File: src/common/pinmux_pkg.sv
// ---------------------------------------------------------------------
// Pin-multiplexing peripheral, shared definitions
// Register bus types, address map, register offsets, interrupt
// layout and the fixed pad map of the peripheral functions
// ---------------------------------------------------------------------
package pinmux_pkg;

   // Register bus geometry
   localparam int REG_AW  = 11;
   localparam int REG_DW  = 32;

   // Block select field of the address
   localparam int BLK_MSB = 10;
   localparam int BLK_LSB = 7;
   localparam int BLK_W   = BLK_MSB - BLK_LSB + 1;
   localparam logic [BLK_W-1:0] BLK_GLBL = 4'd0;
   localparam logic [BLK_W-1:0] BLK_GPIO = 4'd1;

   // Word offset field inside a block
   localparam int OFS_MSB = 6;
   localparam int OFS_LSB = 2;
   localparam int OFS_W   = OFS_MSB - OFS_LSB + 1;

   // Global block register offsets
   localparam logic [OFS_W-1:0] GLBL_SOFT_IRQ = 5'd0;
   localparam logic [OFS_W-1:0] GLBL_IRQ_MASK = 5'd1;
   localparam logic [OFS_W-1:0] GLBL_IRQ_STAT = 5'd2;
   localparam logic [OFS_W-1:0] GLBL_FUNC_SEL = 5'd3;

   // GPIO block register offsets
   localparam logic [OFS_W-1:0] GPIO_DIR      = 5'd0;
   localparam logic [OFS_W-1:0] GPIO_OUT      = 5'd1;
   localparam logic [OFS_W-1:0] GPIO_IN       = 5'd2;
   localparam logic [OFS_W-1:0] GPIO_RISE_EN  = 5'd3;
   localparam logic [OFS_W-1:0] GPIO_FALL_EN  = 5'd4;
   localparam logic [OFS_W-1:0] GPIO_INT_STAT = 5'd5;

   // Interrupt status layout, bit 0 from GPIO, the rest external
   localparam int N_IRQ        = 8;
   localparam int IRQ_GPIO_BIT = 0;

   // Function select bits
   localparam int FUNC_UART = 0;
   localparam int FUNC_PWM0 = 1;
   localparam int FUNC_PWM1 = 2;
   localparam int N_FUNC    = 3;

   // Fixed pads of the peripheral functions
   localparam int PIN_UART_TX = 0;
   localparam int PIN_UART_RX = 1;
   localparam int PIN_PWM0    = 2;
   localparam int PIN_PWM1    = 3;

   // Request from the bus master, forwarded per block
   typedef struct packed {
      logic              cs;
      logic              wr;
      logic [REG_AW-1:0] addr;
      logic [REG_DW-1:0] wdata;
      logic [3:0]        be;
   } reg_req_t;

   // Block response, rdata valid while ack is high
   typedef struct packed {
      logic [REG_DW-1:0] rdata;
      logic              ack;
   } reg_rsp_t;

   // Byte-lane merge of write data into an old register word
   function automatic logic [REG_DW-1:0] be_merge(input logic [REG_DW-1:0] old_val,
                                                 input logic [REG_DW-1:0] new_val,
                                                 input logic [3:0]        be);
      logic [REG_DW-1:0] res;
      res = old_val;
      for (int b = 0; b < 4; b++) begin
         if (be[b]) begin
            res[8*b +: 8] = new_val[8*b +: 8];
         end
      end
      return res;
   endfunction

endpackage
File: src/hdl/pinmux_top.sv
// ---------------------------------------------------------------------
// Pin-multiplexing peripheral, top level
// Register decode, global and GPIO register blocks, pad multiplexer
// ---------------------------------------------------------------------
module pinmux_top import pinmux_pkg::*; #(
   parameter int N_GPIO = 16
) (
   input  logic              mclk,
   input  logic              s_reset_ssn,
   input  reg_req_t          reg_req_i,
   output reg_rsp_t          reg_rsp_o,
   output logic              reg_err_o,
   input  logic [6:0]        ext_irq_i,
   input  logic              uart_txd_i,
   output logic              uart_rxd_o,
   input  logic [1:0]        pwm_wfm_i,
   input  logic [N_GPIO-1:0] pad_in_i,
   output logic [N_GPIO-1:0] pad_out_o,
   output logic [N_GPIO-1:0] pad_oen_o,
   output logic              irq_o,
   output logic              soft_irq_o
);

   reg_req_t          glbl_req;
   reg_req_t          gpio_req;
   reg_rsp_t          glbl_rsp;
   reg_rsp_t          gpio_rsp;
   logic              gpio_intr;
   logic [N_FUNC-1:0] func_sel;
   logic [N_GPIO-1:0] gpio_out;
   logic [N_GPIO-1:0] gpio_dir;
   logic [N_GPIO-1:0] pad_gpio_in;

   // ---------------------------------------------------------------
   // Bus decode
   // ---------------------------------------------------------------
   reg_decode u_decode (
      .mclk        (mclk),
      .s_reset_ssn (s_reset_ssn),
      .req_i       (reg_req_i),
      .glbl_req_o  (glbl_req),
      .gpio_req_o  (gpio_req),
      .glbl_rsp_i  (glbl_rsp),
      .gpio_rsp_i  (gpio_rsp),
      .rsp_o       (reg_rsp_o),
      .err_o       (reg_err_o)
   );

   // Global block, interrupt collection
   glbl_reg u_glbl (
      .mclk        (mclk),
      .s_reset_ssn (s_reset_ssn),
      .req_i       (glbl_req),
      .rsp_o       (glbl_rsp),
      .gpio_intr_i (gpio_intr),
      .ext_irq_i   (ext_irq_i),
      .func_sel_o  (func_sel),
      .irq_o       (irq_o),
      .soft_irq_o  (soft_irq_o)
   );

   gpio_regs #(
      .N_GPIO (N_GPIO)
   ) u_gpio (
      .mclk          (mclk),
      .s_reset_ssn   (s_reset_ssn),
      .req_i         (gpio_req),
      .rsp_o         (gpio_rsp),
      .pad_gpio_in_i (pad_gpio_in),
      .gpio_out_o    (gpio_out),
      .gpio_dir_o    (gpio_dir),
      .gpio_intr_o   (gpio_intr)
   );

   // Pads
   pad_mux #(
      .N_GPIO (N_GPIO)
   ) u_pad_mux (
      .func_sel_i    (func_sel),
      .gpio_out_i    (gpio_out),
      .gpio_dir_i    (gpio_dir),
      .uart_txd_i    (uart_txd_i),
      .pwm_wfm_i     (pwm_wfm_i),
      .pad_in_i      (pad_in_i),
      .pad_out_o     (pad_out_o),
      .pad_oen_o     (pad_oen_o),
      .pad_gpio_in_o (pad_gpio_in),
      .uart_rxd_o    (uart_rxd_o)
   );

endmodule

File: src/pinmux/pad_mux.sv
// ---------------------------------------------------------------------
// Pad multiplexer
// Each pad carries its GPIO unless a fixed peripheral function owns
// it; covers output value, output enable and the input side
// ---------------------------------------------------------------------
module pad_mux import pinmux_pkg::*; #(
   parameter int N_GPIO = 16
) (
   input  logic [N_FUNC-1:0] func_sel_i,
   input  logic [N_GPIO-1:0] gpio_out_i,
   input  logic [N_GPIO-1:0] gpio_dir_i,
   input  logic              uart_txd_i,
   input  logic [1:0]        pwm_wfm_i,
   input  logic [N_GPIO-1:0] pad_in_i,
   output logic [N_GPIO-1:0] pad_out_o,
   output logic [N_GPIO-1:0] pad_oen_o,
   output logic [N_GPIO-1:0] pad_gpio_in_o,
   output logic              uart_rxd_o
);

   always_comb begin
      // GPIO default, oen is active low so dir 1 drives the pad
      pad_out_o  = gpio_out_i;
      pad_oen_o  = ~gpio_dir_i;
      // Idle UART line level
      uart_rxd_o = 1'b1;

      // UART owns TX and RX pads
      if (func_sel_i[FUNC_UART]) begin
         pad_out_o[PIN_UART_TX] = uart_txd_i;
         pad_oen_o[PIN_UART_TX] = 1'b0;
         // RX pad forced to input
         pad_oen_o[PIN_UART_RX] = 1'b1;
         uart_rxd_o             = pad_in_i[PIN_UART_RX];
      end

      // PWM waveforms, output only
      if (func_sel_i[FUNC_PWM0]) begin
         pad_out_o[PIN_PWM0] = pwm_wfm_i[0];
         pad_oen_o[PIN_PWM0] = 1'b0;
      end
      if (func_sel_i[FUNC_PWM1]) begin
         pad_out_o[PIN_PWM1] = pwm_wfm_i[1];
         pad_oen_o[PIN_PWM1] = 1'b0;
      end
   end

   // GPIO always sees the raw pad, even on function pads
   assign pad_gpio_in_o = pad_in_i;

endmodule

File: src/gpio/gpio_regs.sv
// ---------------------------------------------------------------------
// GPIO register block
// Direction, output value, synchronized input, per-pin edge enables
// and the edge interrupt status
// ---------------------------------------------------------------------
module gpio_regs import pinmux_pkg::*; #(
   parameter int N_GPIO = 16
) (
   input  logic              mclk,
   input  logic              s_reset_ssn,
   input  reg_req_t          req_i,
   output reg_rsp_t          rsp_o,
   input  logic [N_GPIO-1:0] pad_gpio_in_i,
   output logic [N_GPIO-1:0] gpio_out_o,
   output logic [N_GPIO-1:0] gpio_dir_o,
   output logic              gpio_intr_o
);

   logic [OFS_W-1:0]  ofs;
   logic              sample;
   logic              wr_en;
   logic              ack_q;
   logic [REG_DW-1:0] rdata_q;
   logic [REG_DW-1:0] rd_word;
   logic [REG_DW-1:0] wr_merge;
   logic [REG_DW-1:0] wr_lanes;
   logic [N_GPIO-1:0] dir_q;
   logic [N_GPIO-1:0] out_q;
   logic [N_GPIO-1:0] rise_en_q;
   logic [N_GPIO-1:0] fall_en_q;
   logic [N_GPIO-1:0] int_stat_q;
   logic [N_GPIO-1:0] int_set;
   logic [N_GPIO-1:0] int_clr;
   logic [N_GPIO-1:0] pin_sync;
   logic [N_GPIO-1:0] pin_rise;
   logic [N_GPIO-1:0] pin_fall;

   // Pad input synchronizer and edge pulses
   gpio_edge #(
      .N_GPIO (N_GPIO)
   ) u_edge (
      .mclk        (mclk),
      .s_reset_ssn (s_reset_ssn),
      .async_i     (pad_gpio_in_i),
      .sync_o      (pin_sync),
      .rise_o      (pin_rise),
      .fall_o      (pin_fall)
   );

   assign ofs    = req_i.addr[OFS_MSB:OFS_LSB];
   assign sample = req_i.cs & ~ack_q;
   assign wr_en  = sample & req_i.wr;

   // ---------------------------------------------------------------
   // Read mux
   // ---------------------------------------------------------------
   always_comb begin
      case (ofs)
         GPIO_DIR:      rd_word = REG_DW'(dir_q);
         GPIO_OUT:      rd_word = REG_DW'(out_q);
         GPIO_IN:       rd_word = REG_DW'(pin_sync);
         GPIO_RISE_EN:  rd_word = REG_DW'(rise_en_q);
         GPIO_FALL_EN:  rd_word = REG_DW'(fall_en_q);
         GPIO_INT_STAT: rd_word = REG_DW'(int_stat_q);
         default:       rd_word = '0;
      endcase
   end

   assign wr_merge = be_merge(rd_word, req_i.wdata, req_i.be);
   assign wr_lanes = be_merge('0, req_i.wdata, req_i.be);

   // Enabled edges set status, write 1 clears
   assign int_set = (pin_rise & rise_en_q) | (pin_fall & fall_en_q);
   assign int_clr = (wr_en && ofs == GPIO_INT_STAT) ? wr_lanes[N_GPIO-1:0] : '0;

   always_ff @(posedge mclk or negedge s_reset_ssn) begin
      if (!s_reset_ssn) begin
         ack_q      <= 1'b0;
         dir_q      <= '0;
         out_q      <= '0;
         rise_en_q  <= '0;
         fall_en_q  <= '0;
         int_stat_q <= '0;
      end else begin
         ack_q      <= sample;
         int_stat_q <= (int_stat_q & ~int_clr) | int_set;
         // GPIO_IN is read only, so it has no write case
         if (wr_en) begin
            case (ofs)
               GPIO_DIR:     dir_q     <= wr_merge[N_GPIO-1:0];
               GPIO_OUT:     out_q     <= wr_merge[N_GPIO-1:0];
               GPIO_RISE_EN: rise_en_q <= wr_merge[N_GPIO-1:0];
               GPIO_FALL_EN: fall_en_q <= wr_merge[N_GPIO-1:0];
               default: ;
            endcase
         end
      end
   end

   always_ff @(posedge mclk) begin
      if (sample) begin
         rdata_q <= rd_word;
      end
   end

   assign rsp_o       = '{rdata: rdata_q, ack: ack_q};
   assign gpio_out_o  = out_q;
   assign gpio_dir_o  = dir_q;
   assign gpio_intr_o = |int_stat_q;

endmodule

File: src/gpio/gpio_edge.sv
// ---------------------------------------------------------------------
// GPIO input synchronizer
// Two flops per pin into the clock domain, a third for edge detect,
// one-cycle rise and fall pulses
// ---------------------------------------------------------------------
module gpio_edge #(
   parameter int N_GPIO = 16
) (
   input  logic              mclk,
   input  logic              s_reset_ssn,
   input  logic [N_GPIO-1:0] async_i,
   output logic [N_GPIO-1:0] sync_o,
   output logic [N_GPIO-1:0] rise_o,
   output logic [N_GPIO-1:0] fall_o
);

   logic [N_GPIO-1:0] meta_q;
   logic [N_GPIO-1:0] sync_q;
   logic [N_GPIO-1:0] dly_q;

   always_ff @(posedge mclk or negedge s_reset_ssn) begin
      if (!s_reset_ssn) begin
         meta_q <= '0;
         sync_q <= '0;
         dly_q  <= '0;
      end else begin
         // First stage may go metastable
         meta_q <= async_i;
         sync_q <= meta_q;
         // Previous synchronized value
         dly_q  <= sync_q;
      end
   end

   assign sync_o = sync_q;
   assign rise_o = sync_q & ~dly_q;
   assign fall_o = ~sync_q & dly_q;

endmodule

File: src/glbl/glbl_reg.sv
// ---------------------------------------------------------------------
// Global register block
// Soft interrupt, interrupt status with mask, and the peripheral
// function select bits
// ---------------------------------------------------------------------
module glbl_reg import pinmux_pkg::*; (
   input  logic              mclk,
   input  logic              s_reset_ssn,
   input  reg_req_t          req_i,
   output reg_rsp_t          rsp_o,
   input  logic              gpio_intr_i,
   input  logic [6:0]        ext_irq_i,
   output logic [N_FUNC-1:0] func_sel_o,
   output logic              irq_o,
   output logic              soft_irq_o
);

   logic [OFS_W-1:0]  ofs;
   logic              sample;
   logic              wr_en;
   logic              ack_q;
   logic [REG_DW-1:0] rdata_q;
   logic [REG_DW-1:0] rd_word;
   logic [REG_DW-1:0] wr_merge;
   logic [REG_DW-1:0] wr_lanes;
   logic              soft_q;
   logic [N_IRQ-1:0]  mask_q;
   logic [N_IRQ-1:0]  stat_q;
   logic [N_IRQ-1:0]  irq_src;
   logic [N_IRQ-1:0]  stat_clr;
   logic [N_FUNC-1:0] func_q;

   assign ofs    = req_i.addr[OFS_MSB:OFS_LSB];
   // Access taken only while our ack is low
   assign sample = req_i.cs & ~ack_q;
   assign wr_en  = sample & req_i.wr;

   // ---------------------------------------------------------------
   // Read mux, unused offsets read as zero
   // ---------------------------------------------------------------
   always_comb begin
      case (ofs)
         GLBL_SOFT_IRQ: rd_word = REG_DW'(soft_q);
         GLBL_IRQ_MASK: rd_word = REG_DW'(mask_q);
         GLBL_IRQ_STAT: rd_word = REG_DW'(stat_q);
         GLBL_FUNC_SEL: rd_word = REG_DW'(func_q);
         default:       rd_word = '0;
      endcase
   end

   // Write data merged with current value per byte lane
   assign wr_merge = be_merge(rd_word, req_i.wdata, req_i.be);
   // Write-1-to-clear bits, disabled lanes clear nothing
   assign wr_lanes = be_merge('0, req_i.wdata, req_i.be);

   // Status sources, GPIO at bit 0 then the external lines
   assign irq_src  = {ext_irq_i, gpio_intr_i};
   assign stat_clr = (wr_en && ofs == GLBL_IRQ_STAT) ? wr_lanes[N_IRQ-1:0] : '0;

   always_ff @(posedge mclk or negedge s_reset_ssn) begin
      if (!s_reset_ssn) begin
         ack_q  <= 1'b0;
         soft_q <= 1'b0;
         mask_q <= '0;
         stat_q <= '0;
         func_q <= '0;
      end else begin
         ack_q  <= sample;
         // Set wins over a clear in the same cycle
         stat_q <= (stat_q & ~stat_clr) | irq_src;
         if (wr_en) begin
            case (ofs)
               GLBL_SOFT_IRQ: soft_q <= wr_merge[0];
               GLBL_IRQ_MASK: mask_q <= wr_merge[N_IRQ-1:0];
               GLBL_FUNC_SEL: func_q <= wr_merge[N_FUNC-1:0];
               default: ;
            endcase
         end
      end
   end

   // Read data captured at the sampling edge
   always_ff @(posedge mclk) begin
      if (sample) begin
         rdata_q <= rd_word;
      end
   end

   assign rsp_o      = '{rdata: rdata_q, ack: ack_q};
   assign irq_o      = |(stat_q & mask_q);
   assign soft_irq_o = soft_q;
   assign func_sel_o = func_q;

endmodule

File: src/hdl/reg_decode.sv
// ---------------------------------------------------------------------
// Register bus decoder
// Routes chip select to the addressed block, returns the matching
// response and acks unmapped block selects with an error
// ---------------------------------------------------------------------
module reg_decode import pinmux_pkg::*; (
   input  logic     mclk,
   input  logic     s_reset_ssn,
   input  reg_req_t req_i,
   output reg_req_t glbl_req_o,
   output reg_req_t gpio_req_o,
   input  reg_rsp_t glbl_rsp_i,
   input  reg_rsp_t gpio_rsp_i,
   output reg_rsp_t rsp_o,
   output logic     err_o
);

   logic [BLK_W-1:0] blk_req;
   logic [BLK_W-1:0] blk_q;
   logic             unmap_req;
   logic             err_ack_q;

   // Block select straight from the live address
   assign blk_req   = req_i.addr[BLK_MSB:BLK_LSB];
   assign unmap_req = (blk_req != BLK_GLBL) && (blk_req != BLK_GPIO);

   // Same request to both blocks, cs only to the addressed one
   always_comb begin
      glbl_req_o    = req_i;
      gpio_req_o    = req_i;
      glbl_req_o.cs = req_i.cs & (blk_req == BLK_GLBL);
      gpio_req_o.cs = req_i.cs & (blk_req == BLK_GPIO);
   end

   // Stored select lines up with the block ack one cycle later
   // Own one-cycle ack for a block nobody answers
   always_ff @(posedge mclk or negedge s_reset_ssn) begin
      if (!s_reset_ssn) begin
         blk_q     <= BLK_GLBL;
         err_ack_q <= 1'b0;
      end else begin
         if (req_i.cs) begin
            blk_q <= blk_req;
         end
         err_ack_q <= req_i.cs & unmap_req & ~err_ack_q;
      end
   end

   // Response mux
   always_comb begin
      case (blk_q)
         BLK_GLBL: rsp_o = glbl_rsp_i;
         BLK_GPIO: rsp_o = gpio_rsp_i;
         default:  rsp_o = '{rdata: '0, ack: err_ack_q};
      endcase
   end

   // Only set while an unmapped select is stored
   assign err_o = err_ack_q;

endmodule

File: config.mk
export PLATFORM = sky130hd
export DESIGN_NAME = pinmux_top
export DESIGN_NICKNAME = d
export VERILOG_FILES = /design/src/common/pinmux_pkg.sv /design/src/hdl/pinmux_top.sv /design/src/pinmux/pad_mux.sv /design/src/gpio/gpio_regs.sv /design/src/gpio/gpio_edge.sv /design/src/glbl/glbl_reg.sv /design/src/hdl/reg_decode.sv
export SDC_FILE = /design/constraint.sdc
export NUM_CORES = 1
export LEC_CHECK = 0
export BUFFER_PORTS_ARGS = -buffer_cell sky130_fd_sc_hd__buf_2
export CAP_MARGIN = 25
export CORE_MARGIN = 5
export CORE_UTILIZATION = 58
export CTS_CLUSTER_SIZE = 40
export DETAILED_ROUTE_END_ITERATION = 7
export HOLD_SLACK_MARGIN = 0.02
export MAX_ROUTING_LAYER = met4
export PLACE_DENSITY = 0.95
export SETUP_SLACK_MARGIN = 0.2
export SLEW_MARGIN = 25
export SYNTH_ARGS = -nofsm -noshare
export SYNTH_HDL_FRONTEND = slang
export SYNTH_SLANG_ARGS = --single-unit
File: constraint.sdc
create_clock -name mclk -period 4.8 [get_ports mclk]
set_input_delay 0.72 -clock mclk [delete_from_list [all_inputs] [get_ports mclk]]
set_output_delay 0.72 -clock mclk [all_outputs]
set_load 0.02 [all_outputs]
Word level (Yosys, flattened, before mapping)
Cells that the tools add are included.
- RAM bits: 0
- bits of input ports: 77
- ROM bits: 0
- memories kept: 0
- word-level logic and storage cells: 85
- flip-flop bits (word level): 219
- bits in latches: 0
- div/mod/pow operators: 0
- magnitude comparators: 0
- equality and inequality tests: 8
- bitwise operators: 26
- mux-type cells: 17
- add/subtract/negate cells: 0
- reduce and logical (&&, ||, !) cells: 16
- multipliers: 0
- shift operators: 0
- operators with widths (cell ; number):
    $pmux 16 s6 ; 1
    $and 16x16->16 ; 5
    $pmux 33 s2 ; 1
    $not 16->16 ; 4
    $mux 8 ; 6
    $or 16x16->16 ; 2
    $pmux 8 s4 ; 1
    $and 8x8->8 ; 2
    $mux 16 ; 1
    $reduce_or 16->1 ; 1
    $reduce_and 2->1 ; 7
    $eq 5x2->1 const B ; 2
    $eq 5x3->1 const B ; 2
    $and 1x1->1 ; 8
    $eq 4x1->1 const B ; 2
    $logic_not 4->1 ; 2
    $not 8->8 ; 1
    $or 8x8->8 ; 1
    $reduce_or 8->1 ; 1
    $mux 1 ; 6
    $eq 5x1->1 const B ; 1
    $logic_not 5->1 ; 1
    $ne 4x1->1 const B ; 1
    $reduce_bool 4->1 ; 1
    other kinds (3) ; 7

Longest topological paths before layout
- depth in word-level cells: 9
- gate-level depth with buffers: 8
- gate-level depth less buffers: 5

Hierarchy
A second synthesis with hierarchy kept.
- cells, all modules: 856
- area total of the unflattened synthesis: 9760.6 um2
- modules (own cells, without submodules) (module ; times used ; area an instance (um2) ; sequential area each (um2) ; cells an instance):
    gpio_regs ; 1 ; 4907.2 ; 2507.4 ; 400
    glbl_reg ; 1 ; 1594.0 ; 765.7 ; 143
    gpio_edge ; 1 ; 1481.4 ; 1201.2 ; 80
    reg_decode ; 1 ; 1453.9 ; 125.1 ; 184
    pad_mux ; 1 ; 324.1 ; 0.0 ; 49

Worst setup path after synthesis
OpenSTA, ideal clock, no wires.
- path kind: input-to-reg
- from: input port reg_req_i[44] (netlist bit)
- to: register u_glbl.stat_q[0]
- arrival: 2309 ps
- data required time: 4682 ps
- stages: 6
- path slack: 2373 ps
- path through: or4b_4 > nor3_4 > and4_1 > buf_4 > nand2_1 > a21o_1
- word-level cells in the longest chain between the ends: 9
- ends and longest elaborated chain (what ; RTL line ; source):
    from (decl) ; pinmux_top.sv:10 ; input reg_req_t reg_req_i,
    $logic_not 4->1 ; reg_decode.sv:31 ; glbl_req_o.cs = req_i.cs & (blk_req == BLK_GLBL);
    $and 1x1->1 ; reg_decode.sv:31 ;
    $and 1x1->1 ; glbl_reg.sv:35 ; assign sample = req_i.cs & ~ack_q;
    via u_glbl.sample ; glbl_reg.sv:19 ; logic sample;
    $and 1x1->1 ; glbl_reg.sv:36 ; assign wr_en = sample & req_i.wr;
    $logic_and 1x1->1 ; glbl_reg.sv:58 ; assign stat_clr = (wr_en && ofs == GLBL_IRQ_STAT) ? wr_lanes[N_IRQ-1:0] : '0;
    $mux 8 ; glbl_reg.sv:58 ;
    $not 8->8 ; glbl_reg.sv:70 ; stat_q <= (stat_q & ~stat_clr) | irq_src;
    $and 8x8->8 ; glbl_reg.sv:70 ;
    $or 8x8->8 ; glbl_reg.sv:70 ;
    to (signal assigned) ; glbl_reg.sv:70 ;
    to (decl) ; glbl_reg.sv:28 ; logic [N_IRQ-1:0] stat_q;
The timed path passes the listed nets, and every way through them passes these cells.
A chain may end at the register's enable or synchronous reset.

Worst setup path after layout
- from: input port reg_req_i[40] (netlist bit)
- to: register u_gpio.rise_en_q[5]
- word-level cells in the longest chain between the ends: 3
- elaborated cells between the ends (all ways): 9
- ends and longest elaborated chain (what ; RTL line ; source):
    $eq 5x3->1 (tied with other cells) ; gpio_regs.sv:58 ; case (ofs)
    $pmux 16 s6 ; gpio_regs.sv:58 ;
    $mux 8 ; pinmux_pkg.sv:76 ; if (be[b]) begin
    to (signal assigned) ; gpio_regs.sv:92 ; GPIO_RISE_EN: rise_en_q <= wr_merge[N_GPIO-1:0];
    to (decl) ; gpio_regs.sv:29 ; logic [N_GPIO-1:0] rise_en_q;
Several ways; a longest one is shown, not always the timed one.

==> key figures <==
Status
  – Status: finished, final reports clean

Global route
  – Largest net degree at the start of global routing: 62
  – Global route overflow: 0
  – First-pass GRT wire length: 32520 um
  – Initial antenna violation count: 2
  – Vias in the first global route: between 6k and 7k
  – All-layer global routing usage: 26.87%

Worst setup path
  – CP Capture Type: register
  – Worst setup path category: input pin to register
  – CP Max Fanout: 28
  – CP cell instances: buf_2 -> or3b_1 -> nor3_4 -> a222oi_1 -> a31oi_1 -> mux2_2
  – CP max-delay cell: nor3_4
  – Startpoint types: input pin
  – Crit path DAT: about 3300 ps
  – WP data required: ~5200 ps
  – FF-to-FF path depth: 4
  – CP max stage delay: around 720 ps

Clock network
  – Later-pin clock latency in the skew report: 440 ps
  – Resized Gates After CTS: 0
  – Clock input transition at the sequential cells of the worst setup and hold paths: around 60 ps
  – Clock root buffer: clkbuf_16
  – Clk buf depth: 2
  – CTS Buf Count: 17
  – H-tree depth: 4
  – # hold bufs at CTS: 0
  – Post-CTS setup buffers: 0
  – CTS tree: built
  – Clock sinks: about 180

Floorplanning
  – Die H: about 130 um
  – # IOs: 146
  – Core area: around 0.014 mm^2
  – Initial Util: roughly 60%
  – Die width: about 130 um
  – Row count: between 40 and 50
  – Die Area: 0.01640 mm^2

Timing
  – Setup TNS: 0 ps
  – Slew Limit Fails: 0
  – Peak Freq: roughly 0.35 GHz
  – Worst Max-Slew Pin Slew: 905.6 ps
  – Final setup violation count: 0
  – WHS: approximately 170 ps
  – Slew margin rel.: about 40%
  – RSZ-0062 raised after global routing: no
  – Fin crit share: between 60% and 70%
  – Final Skew: approximately 8.4 ps
  – Tmin final: just under 3000 ps
  – Final Hold Viols: 0
  – PnR worst setup slack: roughly 1900 ps

Pwr
  – Max VDD drop: between 0.2 and 0.3 mV
  – Leakage: a little over 4 nW
  – PD cells: approximately 360 mW/mm^2

Logic synthesis
  – Yosys cell types: between 60 and 70
  – Top FF cell, synth: dfrtp_1
  – Synth Warn #: 0
  – Main combinational cell family by area after synthesis: simple AND/OR/NAND/NOR gates
  – Compound-Gate Fraction of Synth Area: 12.46%
  – FFs w/ async S/R, synth: a little under 90%
  – Post-Synthesis Cells: approximately 700
  – #FFs+latches synth: 179
  – Area share of fa/ha/maj cells after synthesis: 0%
  – Avg Inst Size Synth: between 10 and 15 um^2
  – Post-synthesis mux area share: a little over a tenth
  – Mapped cell area: around 0.0081 mm^2
  – EDFF count, synth: 24
  – Post-synthesis sequential area ratio: about 57%
  – Xor/xnor share of the synthesized area: 0%
  – Synth Area in Simple Gates: 14.55%

Final layout
  – Final core utilization: around 67%
  – Multi-input gate area in the final layout: 0.003089 mm^2
  – Nets@finish: approximately 860
  – Commonest non-fill, non-tap cell in the layout: dfrtp_1
  – Most frequent cells in the layout: 155 x dfrtp_1, 115 x nand2_1, 108 x buf_2
  – Fraction of layout cells with a size suffix above 1: 26.47%
  – FF/Latch Area: about 0.0046 mm^2
  – Fill count: roughly 990
  – Area Growth Syn to Fin: 13.65%
  – Finished Layout Cells: 980

Route
  – Vias: a little over 6k
  – Total routed wirelength: about 21000 um
  – First-pass iteration count of the detailed router: 6
  – DRT antenna net count: 0
  – Vias/cell: 6.276
  – Number of remaining DRC errors: 0
  – DR WL/cell: approximately 21 um
  – Initial DRC count: slightly above 800

Placement
  – Final HPWL DP: about 14000 um
  – Dpl ws: about 1500 ps
  – Gpl congestion: between 0.9 and 1
  – # port buffers: around 110
  – Placed insts: roughly 950

Run
  – Max Cap Viol: 0

Min path
  – Hold/Removal Path Class: input pin to asynchronous set/reset pin
-- power by group --
group | internal, mW | leakage [nW] | switching, mW
combinational | 0.0739 | 1.73 | 0.150
clock | 0.850 | 0.295 | 0.593
sequential | 1.57 | 2.11 | 0.0315
total | 2.49 | 4.14 | 0.774
-- stage by stage --
step	instance area [um^2]	power, mW
6_report	9186	3.269
5_1_grt	9186	3.359
4_1_cts	9174	3.266
3_5_place_dp	8562	1.848
3_3_place_gp	8562	1.841
2_1_floorplan	8139	1.760
-- layout make-up --
type	instances	area share, %
Tap cell	180	2.452
Inverter	23	0.9398
Sequential cell	179	50.07
Multi-Input combinational cell	452	33.63
Clock buffer	21	5.012
Clock inverter	11	1.648
Antenna cell	3	0.08172
Timing Repair Buffer	111	6.170
-- cells by family (layout without fill, tap and decap cells) --
group,Yosys count,count (layout)
compound gates,141,141
buf+inv,79,166
flops,179,179
mux,79,79
other cells,1,19
simple gates,216,216
-- cell usage after synthesis, types with 4 or more instances --
cell type,number,share of area (%)
edfxtp_1,24,8.9
nand3b_1,16,1.5
dfrtp_1,155,48
nand2_1,115,5.3
o21ai_0,46,2.8
nor2_1,28,1.3
o31ai_1,6,0.56
nor4_1,4,0.31
a22oi_1,8,0.74
o22ai_1,8,0.62
o211ai_1,16,1.5
mux2_2,39,5.4
a22o_1,6,0.65
a21o_1,10,0.93
buf_2,10,0.62
nand4_1,6,0.46
o21ai_1,4,0.25
buf_4,33,3.1
mux2i_1,39,4.8
clkbuf_1,9,0.42
nand3_1,5,0.31
inv_1,21,0.98
a21oi_1,7,0.43
and3_1,9,0.70
-- routing by layer --
metal	track usage, %	up-vias	share of wire, %
met2	39.00	411	47
met4	15.17	0	4.9
li1	-	2641	-
met5	-	-	0
met3	7.625	115	10
met1	34.05	2983	38
-- worst paths after layout --
kind	end	slack, ps	startpoint
hold reg to reg	u_gpio.u_edge.sync_o[15]	350	u_gpio.u_edge.meta_q[15]
max in group asynchronous	u_gpio.u_edge.sync_o[4]	3550	s_reset_ssn
setup / recovery	u_gpio.rise_en_q[5]	1910	reg_req_i[40]
hold / removal	u_gpio.fall_en_q[8]	170	s_reset_ssn
setup reg to reg	u_gpio.rise_en_q[8]	2570	u_gpio.ack_q
min in group mclk	u_gpio.u_edge.sync_o[15]	350	u_gpio.u_edge.meta_q[15]
-- critical path, delay by kind of cell --
kind,cells,cell delay (ps)
buffers and inverters,1,380
and+or+nand+nor,2,1280
muxes,1,220
AOI/OAI and AO/OA,2,640
-- registers in the layout, summed over array words and instances, names as in the netlist --
register and flops:
u_gpio.u_edge.meta_q 16, u_glbl.mask_q 8, u_glbl.ack_q 1, u_gpio.u_edge.sync_o 16
u_glbl.rdata_q 8, u_gpio.gpio_dir_o 16, u_gpio.u_edge.dly_q 16, u_glbl.soft_irq_o 1
u_gpio.int_stat_q 16, u_decode.err_o 1, u_gpio.ack_q 1, u_gpio.rdata_q 16
u_gpio.gpio_out_o 16, u_gpio.fall_en_q 16, u_gpio.rise_en_q 16, u_glbl.func_sel_o 3
u_decode.blk_q 4, u_glbl.stat_q 8
(Power assumes the default switching activity.)
